==> config.mk <==
export PLATFORM = sky130hd
export DESIGN_NAME = dcache_ctrl_flat
export DESIGN_NICKNAME = d
export VERILOG_FILES = /design/src/design/dcache_pkg.sv /design/src/design/dcache_array_if.sv /design/src/design/dcache_ctrl.sv /design/src/design/dcache_way_select.sv /design/src/flat_wrapper.sv
export SDC_FILE = /design/constraint.sdc
export NUM_CORES = 1
export LEC_CHECK = 0
export BUFFER_PORTS_ARGS = -buffer_cell sky130_fd_sc_hd__buf_2
export CORE_AREA = 2 2 355 357
export CTS_BUF_LIST = sky130_fd_sc_hd__clkbuf_16
export CTS_CLUSTER_DIAMETER = 120
export DETAILED_ROUTE_END_ITERATION = 10
export DIE_AREA = 0 0 357 359
export SLEW_MARGIN = 25
export SYNTH_ARGS = -nofsm -noshare
export SYNTH_HDL_FRONTEND = slang
export SYNTH_SLANG_ARGS = --single-unit
==> constraint.sdc <==
create_clock -name clk -period 12.2 [get_ports clk]
set_input_delay 1.83 -clock clk [delete_from_list [all_inputs] [get_ports clk]]
set_output_delay 1.83 -clock clk [all_outputs]
set_load 0.05 [all_outputs]
==> src/design/dcache_pkg.sv <==
/*
 * shared definitions of the L1 data cache
 * address and data widths, vector types, controller states
 */

package dcache_pkg;

    ////////////////////////////////////////
    // widths
    ////////////////////////////////////////

    // cpu word address
    localparam int ADDR_W     = 30;
    localparam int WORD_W     = 32;
    // four words per line
    localparam int LINE_WORDS = 4;

    ////////////////////////////////////////
    // vector types
    ////////////////////////////////////////

    typedef logic [WORD_W-1:0]            word_t;
    typedef logic [LINE_WORDS*WORD_W-1:0] line_t;

    // word position inside a line
    typedef logic [1:0]        offset_t;
    typedef logic [ADDR_W-1:0] waddr_t;

    // 0 or 1 in the two-way set
    typedef logic way_t;

    ////////////////////////////////////////
    // controller states
    ////////////////////////////////////////

    typedef enum logic [2:0] {
        IDLE,
        // set read, then tag compare
        LOOKUP,
        // miss held back by l2 busy
        WAIT_L2,
        MISS_WAIT,
        REFILL
    } dc_state_t;

endpackage
==> src/design/dcache_array_if.sv <==
/*
 * connection between cache controller and tag/data storage
 * ctrl modport drives reads and writes, array modport returns the set
 */

`timescale 1ns/10ps

interface dcache_array_if #(
    parameter int INDEX_W = 8
);
    localparam int TAG_W = dcache_pkg::ADDR_W - INDEX_W - 2;

    // set read, data shows up one cycle after rd_en
    logic                rd_en;
    // also selects the set for every write
    logic [INDEX_W-1:0]  rd_index;

    // full line write with tag, sets valid
    logic                line_we;
    dcache_pkg::way_t    wr_way;
    logic [TAG_W-1:0]    wr_tag;
    dcache_pkg::line_t   wr_line;
    logic                wr_dirty;

    // single word store, marks the line dirty
    logic                word_we;
    dcache_pkg::way_t    word_way;
    dcache_pkg::offset_t word_offset;
    dcache_pkg::word_t   word_data;

    // lru update, lru then names the other way
    logic                lru_touch;
    dcache_pkg::way_t    lru_way;

    // read-out set
    logic [TAG_W-1:0]    tag0;
    logic [TAG_W-1:0]    tag1;
    logic                valid0;
    logic                valid1;
    logic                dirty0;
    logic                dirty1;
    dcache_pkg::line_t   data0;
    dcache_pkg::line_t   data1;
    logic                lru;

    modport ctrl (
        output rd_en, rd_index,
        output line_we, wr_way, wr_tag, wr_line, wr_dirty,
        output word_we, word_way, word_offset, word_data,
        output lru_touch, lru_way,
        input  tag0, tag1, valid0, valid1, dirty0, dirty1, data0, data1, lru
    );

    modport array (
        input  rd_en, rd_index,
        input  line_we, wr_way, wr_tag, wr_line, wr_dirty,
        input  word_we, word_way, word_offset, word_data,
        input  lru_touch, lru_way,
        output tag0, tag1, valid0, valid1, dirty0, dirty1, data0, data1, lru
    );

endinterface

==> src/design/dcache_ctrl.sv <==
/*
 * L1 data cache controller FSM
 * lookup, write hit, miss request with writeback, L2 wait, refill
 */

`timescale 1ns/10ps

module dcache_ctrl #(
    parameter int INDEX_W = 8
) (
    input  logic                          clk,
    input  logic                          rst,
    dcache_array_if.ctrl                  arr,
    // cpu side
    input  logic                          cpu_req,
    input  logic                          cpu_we,
    input  dcache_pkg::waddr_t            cpu_addr,
    input  dcache_pkg::word_t             cpu_wdata,
    output logic                          cpu_busy,
    output logic                          cpu_done,
    output dcache_pkg::word_t             cpu_rdata,
    // l2 side
    output logic                          l2_req,
    output logic [dcache_pkg::ADDR_W-3:0] l2_addr,
    output logic                          l2_wb,
    output logic [dcache_pkg::ADDR_W-3:0] l2_wb_addr,
    output dcache_pkg::line_t             l2_wb_line,
    input  logic                          l2_busy,
    input  logic                          l2_refill_valid,
    input  dcache_pkg::line_t             l2_refill_line
);
    localparam int TAG_W  = dcache_pkg::ADDR_W - INDEX_W - 2;
    localparam int WORD_W = dcache_pkg::WORD_W;

    dcache_pkg::dc_state_t state_q;
    dcache_pkg::dc_state_t state_d;
    // set read in flight, first LOOKUP cycle
    logic                  rd_pend;

    // request held for the whole transaction
    logic [INDEX_W-1:0]    index_q;
    logic [TAG_W-1:0]      tag_q;
    dcache_pkg::offset_t   offset_q;
    logic                  we_q;
    dcache_pkg::word_t     wdata_q;
    dcache_pkg::way_t      victim_way_q;
    dcache_pkg::line_t     refill_q;
    dcache_pkg::line_t     merged_line;

    logic                  accept;
    logic                  compare;
    logic                  hit_done;

    logic                  hit;
    dcache_pkg::way_t      hit_way;
    dcache_pkg::word_t     hit_word;
    dcache_pkg::way_t      victim_way;
    logic                  victim_dirty;
    logic [TAG_W-1:0]      victim_tag;
    dcache_pkg::line_t     victim_line;

    dcache_way_select #(
        .INDEX_W      (INDEX_W)
    ) u_way_select (
        .cmp_tag      (tag_q),
        .offset       (offset_q),
        .tag0         (arr.tag0),
        .tag1         (arr.tag1),
        .valid0       (arr.valid0),
        .valid1       (arr.valid1),
        .dirty0       (arr.dirty0),
        .dirty1       (arr.dirty1),
        .data0        (arr.data0),
        .data1        (arr.data1),
        .lru          (arr.lru),
        .hit          (hit),
        .hit_way      (hit_way),
        .hit_word     (hit_word),
        .victim_way   (victim_way),
        .victim_dirty (victim_dirty),
        .victim_tag   (victim_tag),
        .victim_line  (victim_line)
    );

    assign accept   = (state_q == dcache_pkg::IDLE) && cpu_req;
    // read data valid, second LOOKUP cycle
    assign compare  = (state_q == dcache_pkg::LOOKUP) && !rd_pend;
    assign hit_done = compare && hit;

    ////////////////////////////////////////
    // storage requests
    ////////////////////////////////////////

    assign arr.rd_en    = rd_pend;
    assign arr.rd_index = index_q;

    // refill of the victim way
    assign arr.line_we  = (state_q == dcache_pkg::REFILL);
    assign arr.wr_way   = victim_way_q;
    assign arr.wr_tag   = tag_q;
    assign arr.wr_line  = refill_q;
    assign arr.wr_dirty = we_q;

    // store on a write hit, lands with cpu_done
    assign arr.word_we     = hit_done && we_q;
    assign arr.word_way    = hit_way;
    assign arr.word_offset = offset_q;
    assign arr.word_data   = wdata_q;

    assign arr.lru_touch = hit_done || arr.line_we;
    assign arr.lru_way   = arr.line_we ? victim_way_q : hit_way;

    ////////////////////////////////////////
    // l2 and cpu outputs
    ////////////////////////////////////////

    // victim data stays in the read registers until the next read
    assign l2_req     = !l2_busy && ((compare && !hit) || (state_q == dcache_pkg::WAIT_L2));
    assign l2_wb      = l2_req && victim_dirty;
    assign l2_addr    = {tag_q, index_q};
    assign l2_wb_addr = {victim_tag, index_q};
    assign l2_wb_line = victim_line;

    assign cpu_busy = (state_q != dcache_pkg::IDLE);

    // store word merged into the returning line
    always_comb begin
        merged_line = l2_refill_line;
        if (we_q) begin
            merged_line[offset_q*WORD_W +: WORD_W] = wdata_q;
        end
    end

    ////////////////////////////////////////
    // FSM
    ////////////////////////////////////////

    always_comb begin
        state_d = state_q;
        case (state_q)
            dcache_pkg::IDLE: begin
                if (accept) begin
                    state_d = dcache_pkg::LOOKUP;
                end
            end
            dcache_pkg::LOOKUP: begin
                if (hit_done) begin
                    state_d = dcache_pkg::IDLE;
                end else if (compare) begin
                    state_d = l2_busy ? dcache_pkg::WAIT_L2 : dcache_pkg::MISS_WAIT;
                end
            end
            dcache_pkg::WAIT_L2: begin
                if (!l2_busy) begin
                    state_d = dcache_pkg::MISS_WAIT;
                end
            end
            dcache_pkg::MISS_WAIT: begin
                if (l2_refill_valid) begin
                    state_d = dcache_pkg::REFILL;
                end
            end
            default: begin
                state_d = dcache_pkg::IDLE;
            end
        endcase
    end

    always_ff @(posedge clk) begin
        if (rst) begin
            state_q  <= dcache_pkg::IDLE;
            rd_pend  <= 1'b0;
            cpu_done <= 1'b0;
        end else begin
            state_q  <= state_d;
            rd_pend  <= accept;
            cpu_done <= hit_done || (state_q == dcache_pkg::REFILL);
        end
    end

    // request, victim and refill payload
    always_ff @(posedge clk) begin
        if (accept) begin
            index_q  <= cpu_addr[INDEX_W+1:2];
            tag_q    <= cpu_addr[dcache_pkg::ADDR_W-1:INDEX_W+2];
            offset_q <= cpu_addr[1:0];
            we_q     <= cpu_we;
            wdata_q  <= cpu_wdata;
        end
        if (compare) begin
            victim_way_q <= victim_way;
        end
        if ((state_q == dcache_pkg::MISS_WAIT) && l2_refill_valid) begin
            refill_q <= merged_line;
        end
        if (hit_done) begin
            cpu_rdata <= hit_word;
        end else if (state_q == dcache_pkg::REFILL) begin
            cpu_rdata <= refill_q[offset_q*WORD_W +: WORD_W];
        end
    end

endmodule

==> src/design/dcache_way_select.sv <==
/*
 * hit detection and victim choice over one read-out set
 * word extraction from the hit line
 */

`timescale 1ns/10ps

module dcache_way_select #(
    parameter  int INDEX_W = 8,
    localparam int TAG_W   = dcache_pkg::ADDR_W - INDEX_W - 2
) (
    input  logic [TAG_W-1:0]    cmp_tag,
    input  dcache_pkg::offset_t offset,
    input  logic [TAG_W-1:0]    tag0,
    input  logic [TAG_W-1:0]    tag1,
    input  logic                valid0,
    input  logic                valid1,
    input  logic                dirty0,
    input  logic                dirty1,
    input  dcache_pkg::line_t   data0,
    input  dcache_pkg::line_t   data1,
    input  logic                lru,
    output logic                hit,
    output dcache_pkg::way_t    hit_way,
    output dcache_pkg::word_t   hit_word,
    output dcache_pkg::way_t    victim_way,
    output logic                victim_dirty,
    output logic [TAG_W-1:0]    victim_tag,
    output dcache_pkg::line_t   victim_line
);
    localparam int WORD_W = dcache_pkg::WORD_W;

    logic              hit0;
    logic              hit1;
    dcache_pkg::line_t hit_line;

    ////////////////////////////////////////
    // tag compare
    ////////////////////////////////////////

    assign hit0 = valid0 && (tag0 == cmp_tag);
    assign hit1 = valid1 && (tag1 == cmp_tag);

    assign hit      = hit0 || hit1;
    assign hit_way  = hit1;
    assign hit_line = hit1 ? data1 : data0;
    assign hit_word = hit_line[offset*WORD_W +: WORD_W];

    ////////////////////////////////////////
    // victim
    ////////////////////////////////////////

    // empty way first, lru only when the set is full
    always_comb begin
        if (!valid0) begin
            victim_way = 1'b0;
        end else if (!valid1) begin
            victim_way = 1'b1;
        end else begin
            victim_way = lru;
        end
    end

    // stale dirty bits of invalid ways are masked
    assign victim_dirty = victim_way ? (valid1 && dirty1) : (valid0 && dirty0);
    assign victim_tag   = victim_way ? tag1 : tag0;
    assign victim_line  = victim_way ? data1 : data0;

endmodule

==> src/flat_wrapper.sv <==
// flat-port wrapper written by rule: the top's interface ports become plain ports
module dcache_ctrl_flat 
#(
    parameter int INDEX_W = 8
)
  (clk, rst, cpu_req, cpu_we, cpu_addr, cpu_wdata, cpu_busy, cpu_done, cpu_rdata, l2_req, l2_addr, l2_wb, l2_wb_addr, l2_wb_line, l2_busy, l2_refill_valid, l2_refill_line, arr_rd_en, arr_rd_index, arr_line_we, arr_wr_way, arr_wr_tag, arr_wr_line, arr_wr_dirty, arr_word_we, arr_word_way, arr_word_offset, arr_word_data, arr_lru_touch, arr_lru_way, arr_tag0, arr_tag1, arr_valid0, arr_valid1, arr_dirty0, arr_dirty1, arr_data0, arr_data1, arr_lru);
  dcache_array_if #(.INDEX_W(INDEX_W)) arr_i ();
  input  logic clk;
  input  logic rst;
  input  logic cpu_req;
  input  logic cpu_we;
  input  dcache_pkg::waddr_t cpu_addr;
  input  dcache_pkg::word_t cpu_wdata;
  output logic cpu_busy;
  output logic cpu_done;
  output dcache_pkg::word_t cpu_rdata;
  output logic l2_req;
  output logic [dcache_pkg::ADDR_W-3:0] l2_addr;
  output logic l2_wb;
  output logic [dcache_pkg::ADDR_W-3:0] l2_wb_addr;
  output dcache_pkg::line_t l2_wb_line;
  input  logic l2_busy;
  input  logic l2_refill_valid;
  input  dcache_pkg::line_t l2_refill_line;
  output wire logic [$bits(arr_i.rd_en)-1:0] arr_rd_en;
  output wire logic [$bits(arr_i.rd_index)-1:0] arr_rd_index;
  output wire logic [$bits(arr_i.line_we)-1:0] arr_line_we;
  output wire logic [$bits(arr_i.wr_way)-1:0] arr_wr_way;
  output wire logic [$bits(arr_i.wr_tag)-1:0] arr_wr_tag;
  output wire logic [$bits(arr_i.wr_line)-1:0] arr_wr_line;
  output wire logic [$bits(arr_i.wr_dirty)-1:0] arr_wr_dirty;
  output wire logic [$bits(arr_i.word_we)-1:0] arr_word_we;
  output wire logic [$bits(arr_i.word_way)-1:0] arr_word_way;
  output wire logic [$bits(arr_i.word_offset)-1:0] arr_word_offset;
  output wire logic [$bits(arr_i.word_data)-1:0] arr_word_data;
  output wire logic [$bits(arr_i.lru_touch)-1:0] arr_lru_touch;
  output wire logic [$bits(arr_i.lru_way)-1:0] arr_lru_way;
  input wire logic [$bits(arr_i.tag0)-1:0] arr_tag0;
  input wire logic [$bits(arr_i.tag1)-1:0] arr_tag1;
  input wire logic [$bits(arr_i.valid0)-1:0] arr_valid0;
  input wire logic [$bits(arr_i.valid1)-1:0] arr_valid1;
  input wire logic [$bits(arr_i.dirty0)-1:0] arr_dirty0;
  input wire logic [$bits(arr_i.dirty1)-1:0] arr_dirty1;
  input wire logic [$bits(arr_i.data0)-1:0] arr_data0;
  input wire logic [$bits(arr_i.data1)-1:0] arr_data1;
  input wire logic [$bits(arr_i.lru)-1:0] arr_lru;
  assign arr_rd_en = arr_i.rd_en;
  assign arr_rd_index = arr_i.rd_index;
  assign arr_line_we = arr_i.line_we;
  assign arr_wr_way = arr_i.wr_way;
  assign arr_wr_tag = arr_i.wr_tag;
  assign arr_wr_line = arr_i.wr_line;
  assign arr_wr_dirty = arr_i.wr_dirty;
  assign arr_word_we = arr_i.word_we;
  assign arr_word_way = arr_i.word_way;
  assign arr_word_offset = arr_i.word_offset;
  assign arr_word_data = arr_i.word_data;
  assign arr_lru_touch = arr_i.lru_touch;
  assign arr_lru_way = arr_i.lru_way;
  assign arr_i.tag0 = arr_tag0;
  assign arr_i.tag1 = arr_tag1;
  assign arr_i.valid0 = arr_valid0;
  assign arr_i.valid1 = arr_valid1;
  assign arr_i.dirty0 = arr_dirty0;
  assign arr_i.dirty1 = arr_dirty1;
  assign arr_i.data0 = arr_data0;
  assign arr_i.data1 = arr_data1;
  assign arr_i.lru = arr_lru;
  dcache_ctrl #(.INDEX_W(INDEX_W)) u_core (.clk(clk), .rst(rst), .arr(arr_i), .cpu_req(cpu_req), .cpu_we(cpu_we), .cpu_addr(cpu_addr), .cpu_wdata(cpu_wdata), .cpu_busy(cpu_busy), .cpu_done(cpu_done), .cpu_rdata(cpu_rdata), .l2_req(l2_req), .l2_addr(l2_addr), .l2_wb(l2_wb), .l2_wb_addr(l2_wb_addr), .l2_wb_line(l2_wb_line), .l2_busy(l2_busy), .l2_refill_valid(l2_refill_valid), .l2_refill_line(l2_refill_line));
endmodule
* Word level (Yosys, flattened, before mapping) *
Cells that the tools add are included.

storage, ports and cells
  register bits after elaboration = 229
  output and inout bits = 418
  logic and storage cells = 66

operators by class
  $add $sub $neg = 1
  equal/unequal tests = 10
  shift-type cells = 4
  mux-type cells = 18
  reductions and logical operators = 22

operator list
  cell                                                     count
  2-to-1 mux 128 bit                                       3
  variable part select 128 x 8 -> 32 bit                   2
  bitwise mux 128 bit                                      1
  variable shift 32 x 34 -> 128 bit, first input constant  1
  variable part select 32 x 34 -> 128 bit                  1
  2-to-1 mux 32 bit                                        2
  == test 20 bit                                           2
  negator 7 -> 34 bit                                      1
  2-to-1 mux 20 bit                                        1
  2-to-1 mux 3 bit                                         5
  logical AND 1 bit                                        12
  case mux 3 bit (4 select lines)                          1
  == test 3 x 2 -> 1 bit, second input constant            2
  2-to-1 mux 1 bit                                         5
  inequality test 2 bit, second input constant             2
  AND reduction 4 bit                                      1
  == test 3 x 1 -> 1 bit, second input constant            1
  == test 3 bit, second input constant                     1
  zero test 1 bit                                          3
  zero test 3 bit                                          1
  logical OR 1 bit                                         3
  inequality test 3 x 1 -> 1 bit, second input constant    1
  nonzero test 3 bit                                       1
  inequality test 2 x 1 -> 1 bit, second input constant    1
  nonzero test 2 bit                                       1

* Depth between registers and ports, before layout *
Gate-level depths: netlist (run 1).

  depth in word-level cells = 8
  gate-level depth with buffers = 10

* By module *
Synthesis (run 1) repeated with hierarchy kept, for this count alone.

second synthesis, totals
  cells, all modules = 1420
  area total of the unflattened synthesis = 14533.9 um2

modules (own cells, without submodules)
  module             times used  cells each  area each (um2)  sequential area each (um2)
  dcache_ctrl        1           543         9968.3           6826.5
  dcache_way_select  1           877         4565.6           0.0

* Least setup slack after synthesis (run 1) *
Ideal clock, no wire load.

  path type = input -> register
  from = input port l2_refill_valid
  to = register u_core.refill_q[0] (netlist: u_core.arr.wr_line[0]), enable pin
  setup time = 0.617 ns
  data arrival time = 7.351 ns
  required time = 11.583 ns
  path slack = 4.232 ns
  cell stages on the path = 3
  cells stage by stage = and2_1 > nand2_1 > nor2_1

between the ends
  word-level cells in the longest chain between the ends = 1

ends and longest elaborated chain
  item                  line                RTL
  start, declared       flat_wrapper.sv:23  input logic l2_refill_valid;
  logical AND 1 bit     dcache_ctrl.sv:193  if ((state_q == dcache_pkg::MISS_WAIT) && l2_refill_valid) begin
  end signal, assigned  dcache_ctrl.sv:194  refill_q <= merged_line;
  end, declared         dcache_ctrl.sv:47   dcache_pkg::line_t refill_q;

No other way between the ends.
A chain may end at the register's enable or synchronous reset.

* Final worst setup path (run 1) *
  from = input port arr_valid1
  to = output port l2_wb_line[35]

between the ends
  word-level cells in the longest chain between the ends = 3

ends and longest elaborated chain
  item                line                     RTL
  start, declared     flat_wrapper.sv:41       input wire logic [$bits(arr_i.valid1)-1:0] arr_valid1;
  2-to-1 mux 1 bit    dcache_way_select.sv:57  end else if (!valid1) begin
  2-to-1 mux 1 bit    dcache_way_select.sv:55  if (!valid0) begin
  2-to-1 mux 128 bit  dcache_way_select.sv:67  assign victim_line = victim_way ? data1 : data0;
  end, declared       flat_wrapper.sv:21       output dcache_pkg::line_t l2_wb_line;

No other way between the ends.

==> flow_metrics.env, run 1 <==
export IMPL_status="finished, final reports clean"
export IMPL_power_density_mw_per_mm2=134
export IMPL_final_hold_viol_count=0
export IMPL_vias_per_cell=4.20
export IMPL_slew_headroom_pct=28.7
export IMPL_synth_net_count=1842
export IMPL_cts_htree_levels=2
export IMPL_syn2layout_area_growth_pct=52.2
export IMPL_vias=16300
export IMPL_ios=915
export IMPL_track_usage_pct=19.6
export IMPL_postCtsSetupRepairBufs=0
export IMPL_drive_above_1_share_pct=48.8
export IMPL_yosys_cell_types_count=39
export IMPL_syn_inst=1340
export IMPL_worst_pin_slew_ps=1070
export IMPL_cts_root_buf="clkbuf_16"
export IMPL_dpl_hpwl_um=112000
export IMPL_cts_sinks=229
export IMPL_p_leak_nw=9.46
export IMPL_finClkSkew_ps=25.3
export IMPL_setup_violations=0
export IMPL_postLayoutSetupSlackWorst_ps=5400
export IMPL_synth_avg_cell_area_sq_um=10.5
export IMPL_clk_pin_slew_ps=60
export IMPL_coreArea_sq_mm=0.125
export IMPL_multi_input_area_sq_mm=0.00655
export IMPL_cts_max_path_buffers=3
export IMPL_dieHeight_um=359
export IMPL_antenna_found_initial=88
export IMPL_finalNetCount=2684
export IMPL_drc_errors=0
export IMPL_holdWs_ps=654
export IMPL_holdBufCountCts=0
export IMPL_synth_edf_count=224
export IMPL_clk_latency_ps=570
export IMPL_fillers=14200
export IMPL_cp_max_fo=73
export IMPL_yosys_warnings=0
export IMPL_drt_wirelength_per_cell_um=34.0
export IMPL_grt_pass1_wl_um=165000
export IMPL_ant_nets=0
export IMPL_cp_end_kind="output pin"
export IMPL_cts_made_buffers=34
export IMPL_register_area_sq_mm=0.00683
export IMPL_drv_slew=0
export IMPL_start_util_pct=11.3
export IMPL_ys_ff_latch=229
export IMPL_max_cap_viol_count=0
export IMPL_crit_type="input port to output pin"
export IMPL_cp_data_required_time_ps=10370
export IMPL_finalWeightedCongestion=1.05
export IMPL_numPortBuffers=914
export IMPL_hp_class="register to register"
export IMPL_syn_cell_area_sq_mm=0.0140
export IMPL_drtIter0Drc=1759
export IMPL_ys_flop_type="edfxtp_1"
export IMPL_first_pass_iters=7
export IMPL_cts_tree="built"
export IMPL_setup_tns_ps=0
export IMPL_async_reset_ff_share_pct=0
export IMPL_cp_arrival_ps=4970
export IMPL_first_global_vias=15500
export IMPL_grt_max_degree=81
export IMPL_post_cts_resized=0
export IMPL_grt_setup_unrepaired="no"
export IMPL_fp_dieArea_sq_mm=0.128
export IMPL_rows=130
export IMPL_die_x_um=357
export IMPL_period_minus_slack_ps=6800
export IMPL_dp_slack_ps=5450
export IMPL_ys_seq_area_share_pct=48.6
export IMPL_start_kind="input port"
export IMPL_grt_remaining_overflow=0
export IMPL_fmax_mhz=147
export IMPL_wl_um=132000
export IMPL_fin_crit_sh_pct=55.8
export IMPL_max_vdd_ir_drop_mv=0.121
through the flow:
step	std cells	util (%)	instance area, sq um	total power [mW]
detailed placement	3796	16.3	20300	1.89
floorplan	1340	-	14000	1.49
global route	3860	17.1	21300	2.95
global placement	3796	16.3	20300	1.89
CTS	3855	17.1	21300	2.89
finish	3874	17.2	21400	2.87
per-layer routing:
| layer | vias up | GRT usage, % | share of wire [%] |
|---|---|---|---|
| met4 | 36 | 4.99 | 3.1 |
| met2 | 1296 | 29.1 | 42 |
| met1 | 8092 | 26.1 | 43 |
| met5 | - | 0 | 0.18 |
| li1 | 6600 | - | - |
| met3 | 257 | 8.06 | 12 |
flip-flops by register name, summed over array words and instances (netlist names):
signal                  flops
u_core.arr.wr_line        128
u_core.cpu_rdata           32
u_core.cpu_done             1
u_core.arr.word_data       32
u_core.arr.rd_index         8
u_core.arr.wr_tag          20
u_core.arr.wr_dirty         1
u_core.arr.wr_way           1
u_core.state_q              3
u_core.arr.word_offset      2
u_core.arr.rd_en            1
area by class of cell:
type	count	share of cell area, %
timing repair buffer	942	22.4
multi-input combinational	967	30.7
tap	1650	9.66
clock inverter	24	0.890
clock buffer	35	4.10
inverter	8	0.164
antenna	19	0.222
sequential	229	31.9
critical path, cell delays in order:
cell and delay [ps]:
buf_2 90, inv_1 70, o21ai_4 200, buf_4 390, buf_4 710, buf_4 780, nand2_1 160, nand2_1 230
buf_2 310
cell families (layout without fill, tap and decap cells):
family          after synthesis  in the layout  share of synthesized area, %
flops                       229            229                          48.6
fa+ha+maj                     5              5                         0.445
simple gates                527            527                          14.7
other cells                   0             19                             0
xor+xnor                     40             40                          2.49
mux                         161            161                          15.5
compound gates              234            234                          13.0
buf+inv                     144           1009                          5.36
final timing paths:
kind	depth (start not counted)	to	startpoint	slack, ps
max reg2reg	9	u_core.cpu_rdata[22]$_DFFE_PP_	u_core.arr.wr_tag[16]$_DFFE_PP_	7490
max	9	l2_wb_line[35]	arr_valid1	5400
min	2	u_core.state_q[1]$_SDFFE_PP0P_	u_core.state_q[1]$_SDFFE_PP0P_	650
min reg2reg	2	u_core.state_q[1]$_SDFFE_PP0P_	u_core.state_q[1]$_SDFFE_PP0P_	650
power by group:
group | internal, mW | switching [mW] | leakage [nW]
combinational | 0.229 | 0.693 | 6.83
sequential | 0.913 | 0.0439 | 2.09
clock | 0.566 | 0.426 | 0.533
layout by cell type, fill, tap and decap left out, drive strengths merged, types with 7 or more instances in the layout:
master    n
buf     942
xnor2    35
a22o    128
diode    19
mux2    129
inv      15
o31ai    32
edfxtp  224
clkinv   12
mux4     32
o22ai    64
nand4     7
clkbuf   35
nand2   491
nor2      8
Yosys cell counts, drive strengths merged, types with 2 or more instances:
cell	instances	share of area [%]
mux4	32	5.1
a21oi	2	0.071
mux2	129	10
xnor2	35	2.2
o31ai	32	1.7
nand4	7	0.31
o21ai	5	0.18
edfxtp	224	48
dfxtp	5	0.71
nand2	491	13
clkbuf	81	2.2
and3	2	0.089
ha	5	0.45
inv	8	0.21
o22ai	64	2.9
a22o	128	8.0
nor4b	3	0.19
buf	55	3.0
nor3	4	0.14
nand3	2	0.071
nor2	8	0.21
nor4	4	0.22
xor2	5	0.31
Power figures use the tool's default switching activity.
==> run 2: changes to the inputs <==
- ABC_AREA: default -> 1
- CORE_AREA: 2 2 355 357 -> 2 2 352 354
- DIE_AREA: 0 0 357 359 -> 0 0 354 356
- clock period: 12.2 -> 5.9 ns (I/O delays scaled with it)
==> run 2 against run 1 <==
Design area increased by 6.0%. Combinational power increased to 3.8 times the previous value. Clock skew decreased by 2.1 ps. Synthesized area increased by 11%. Global-route usage decreased by 0.66 points. First-iteration DRC count increased by 44%. Final cell count increased by 20%. Clock-buffer cell count decreased by 4. Critical path depth increased by 2. Via count increased by 24%. Die area decreased by 1.7%. Non-clock buffer count increased by 9. Critical path type is now register to output pin.
==> flow_metrics.env, run 2 <==
export IMPL_layout_commonest_cell="buf_2"
export IMPL_fin_crit_sh_pct=71.1
export IMPL_synth_edf_count=224
export IMPL_period_minus_slack_ps=4190
export IMPL_first_global_vias=18600
export IMPL_clk_latency_ps=660
export IMPL_grt_pass1_wl_um=164000
export IMPL_p_leak_nw=10.7
export IMPL_dieHeight_um=356
export IMPL_drive_above_1_share_pct=34.7
export IMPL_dp_slack_ps=1560
export IMPL_holdBufCountCts=0
export IMPL_syn_inst=2177
export IMPL_cp_end_kind="output pin"
export IMPL_synth_avg_cell_area_sq_um=7.13
export IMPL_cts_max_path_buffers=3
export IMPL_async_reset_ff_share_pct=0
export IMPL_synth_area_leaders="edfxtp_1 43%, nand2_1 21%, nand3_1 7.6%"
export IMPL_numPortBuffers=914
export IMPL_max_vdd_ir_drop_mv=0.291
export IMPL_mostFrequentLayoutCells="914 x buf_2, 844 x nand2_1, 233 x nand3_1, 224 x edfxtp_1, 223 x o21ai_0"
export IMPL_vias_per_cell=4.35
export IMPL_crit_chain="inv_1 > o21ai_0 > nor2_1 > nand4_1 > nor2_1 > nand3_1 > nand2_1 > nand2_2 > buf_4 > nand2_2 > buf_2"
export IMPL_fmax_mhz=238
export IMPL_yosys_warnings=0
export IMPL_drv_slew=0
export IMPL_postCtsSetupRepairBufs=0
export IMPL_synth_area_leader_cell="edfxtp_1"
export IMPL_drt_wirelength_per_cell_um=27.5
export IMPL_max_cap_viol_count=0
export IMPL_cts_htree_levels=1
export IMPL_worst_pin_slew_ps=1050
export IMPL_finalNetCount=3460
export IMPL_grt_remaining_overflow=0
export IMPL_yosysMostFrequentCell="nand2_1"
export IMPL_yosys_cell_types_count=27
export IMPL_coreArea_sq_mm=0.123
export IMPL_grt_setup_unrepaired="no"
export IMPL_die_x_um=354
export IMPL_cp_max_fo=37
export IMPL_cts_root_buf="clkbuf_16"
export IMPL_drc_errors=0
export IMPL_cts_sinks=229
export IMPL_yosysTopAreaCellShare_pct=43.3
export IMPL_ys_top_cells_by_count="851 x nand2_1, 235 x nand3_1, 224 x edfxtp_1"
export IMPL_rows=129
export IMPL_status="finished, final reports clean"
export IMPL_track_usage_pct=18.9
export IMPL_synth_net_count=2679
export IMPL_power_density_mw_per_mm2=342
export IMPL_postLayoutSetupSlackWorst_ps=1710
export IMPL_cpPeakStageDelay_ps=540
export IMPL_grt_max_degree=168
export IMPL_post_cts_resized=0
export IMPL_setup_violations=0
export IMPL_hp_class="input port to register"
export IMPL_finalWeightedCongestion=0.956
export IMPL_vias=20100
export IMPL_largest_reg_flops=128
export IMPL_final_core_util_pct=18.5
export IMPL_cts_made_buffers=31
export IMPL_start_util_pct=12.7
export IMPL_ys_ff_latch=229
export IMPL_syn_cell_area_sq_mm=0.0155
export IMPL_syn2layout_area_growth_pct=46.0
export IMPL_critical_path_slowest_cell="edfxtp_1"
export IMPL_cp_data_required_time_ps=5020
export IMPL_ant_nets=0
export IMPL_ys_seq_area_share_pct=44.0
export IMPL_cp_arrival_ps=3310
export IMPL_fp_dieArea_sq_mm=0.126
export IMPL_antenna_found_initial=77
export IMPL_first_pass_iters=8
export IMPL_clk_pin_slew_ps=60
export IMPL_finClkSkew_ps=23.2
export IMPL_crit_type="register to output pin"
export IMPL_cts_tree="built"
export IMPL_final_hold_viol_count=0
export IMPL_ys_flop_type="edfxtp_1"
export IMPL_setup_tns_ps=0
export IMPL_dpl_hpwl_um=103000
export IMPL_drtIter0Drc=2527
export IMPL_start_kind="register"
export IMPL_ios=915
export IMPL_slew_headroom_pct=29.7
export IMPL_wl_um=127000
export IMPL_finalPower_mw=7.76
## run 2: metrics by stage
step | hold slack (ps) | cell area [sq um] | std cells
after global placement | 547 | 21600 | 4558
after floorplan | 531 | 15500 | 2177
after detailed placement | 577 | 21600 | 4561
after CTS | 356 | 22600 | 4619
final | 395 | 22700 | 4633
after global routing | 374 | 22600 | 4624
## run 2: final cells by class
cell class | count | area, sq um
Antenna cell | 13 | 32.5
Clock buffer | 31 | 776
Clock inverter | 27 | 269
Fill cell | 14100 | 100000
Inverter | 99 | 382
Multi-Input combinational cell | 1646 | 7420
Sequential cell | 229 | 6830
Tap cell | 1637 | 2050
Timing Repair Buffer | 951 | 4910
## run 2: worst paths after layout
path / start / end / slack (ps) / cells past startpoint
worst max-delay path: u_core.arr.wr_tag[14]$_DFFE_PP_ / arr_lru_touch / 1710 / 11
worst max register to register: u_core.arr.wr_tag[14]$_DFFE_PP_ / u_core.cpu_rdata[10]$_DFFE_PP_ / 2140 / 13
worst min-delay path: cpu_wdata[31] / u_core.arr.word_data[31]$_DFFE_PP_ / 400 / 1
worst min register to register: u_core.state_q[2]$_SDFFE_PP0P_ / u_core.state_q[1]$_SDFFE_PP0P_ / 590 / 3
## run 2: cell families (layout without fill, tap and decap cells)
family | after synthesis | in the layout | synth area share, %
adder cells (fa/ha/maj) | 5 | 5 | 0.403
other | 0 | 13 | 0
buffers and inverters | 302 | 1108 | 8.74
flip-flops | 229 | 229 | 44.0
XOR/XNOR | 5 | 5 | 0.282
AND/OR/NAND/NOR | 1369 | 1369 | 37.4
AO/OA/AOI/OAI | 267 | 267 | 9.20
## run 2: per-layer routing
| layer | GRT usage [%] | wire length, um | vias up |
|---|---|---|---|
| met5 | 0.642 | 378 | - |
| met4 | 4.22 | 3480 | 44 |
| met3 | 6.35 | 13300 | 212 |
| met2 | 29.2 | 55300 | 1275 |
| met1 | 25.4 | 54700 | 9682 |
| li1 | - | - | 8931 |
## run 2: where the power goes
group / total, mW / internal (mW) / switching [mW]
Sequential: 2.27 / 2.08 / 0.194
Clock: 2.02 / 1.14 / 0.885
Combinational: 3.46 / 0.716 / 2.75
Total: 7.76 / 3.93 / 3.83
## run 2: worst max-delay path: cells and delay by family, from the launching register on
| kind | cells | cell delay (ps) |
|---|---|---|
| compound gates | 1 | 80 |
| buf+inv | 3 | 880 |
| flops | 1 | 540 |
| simple gates | 7 | 1070 |
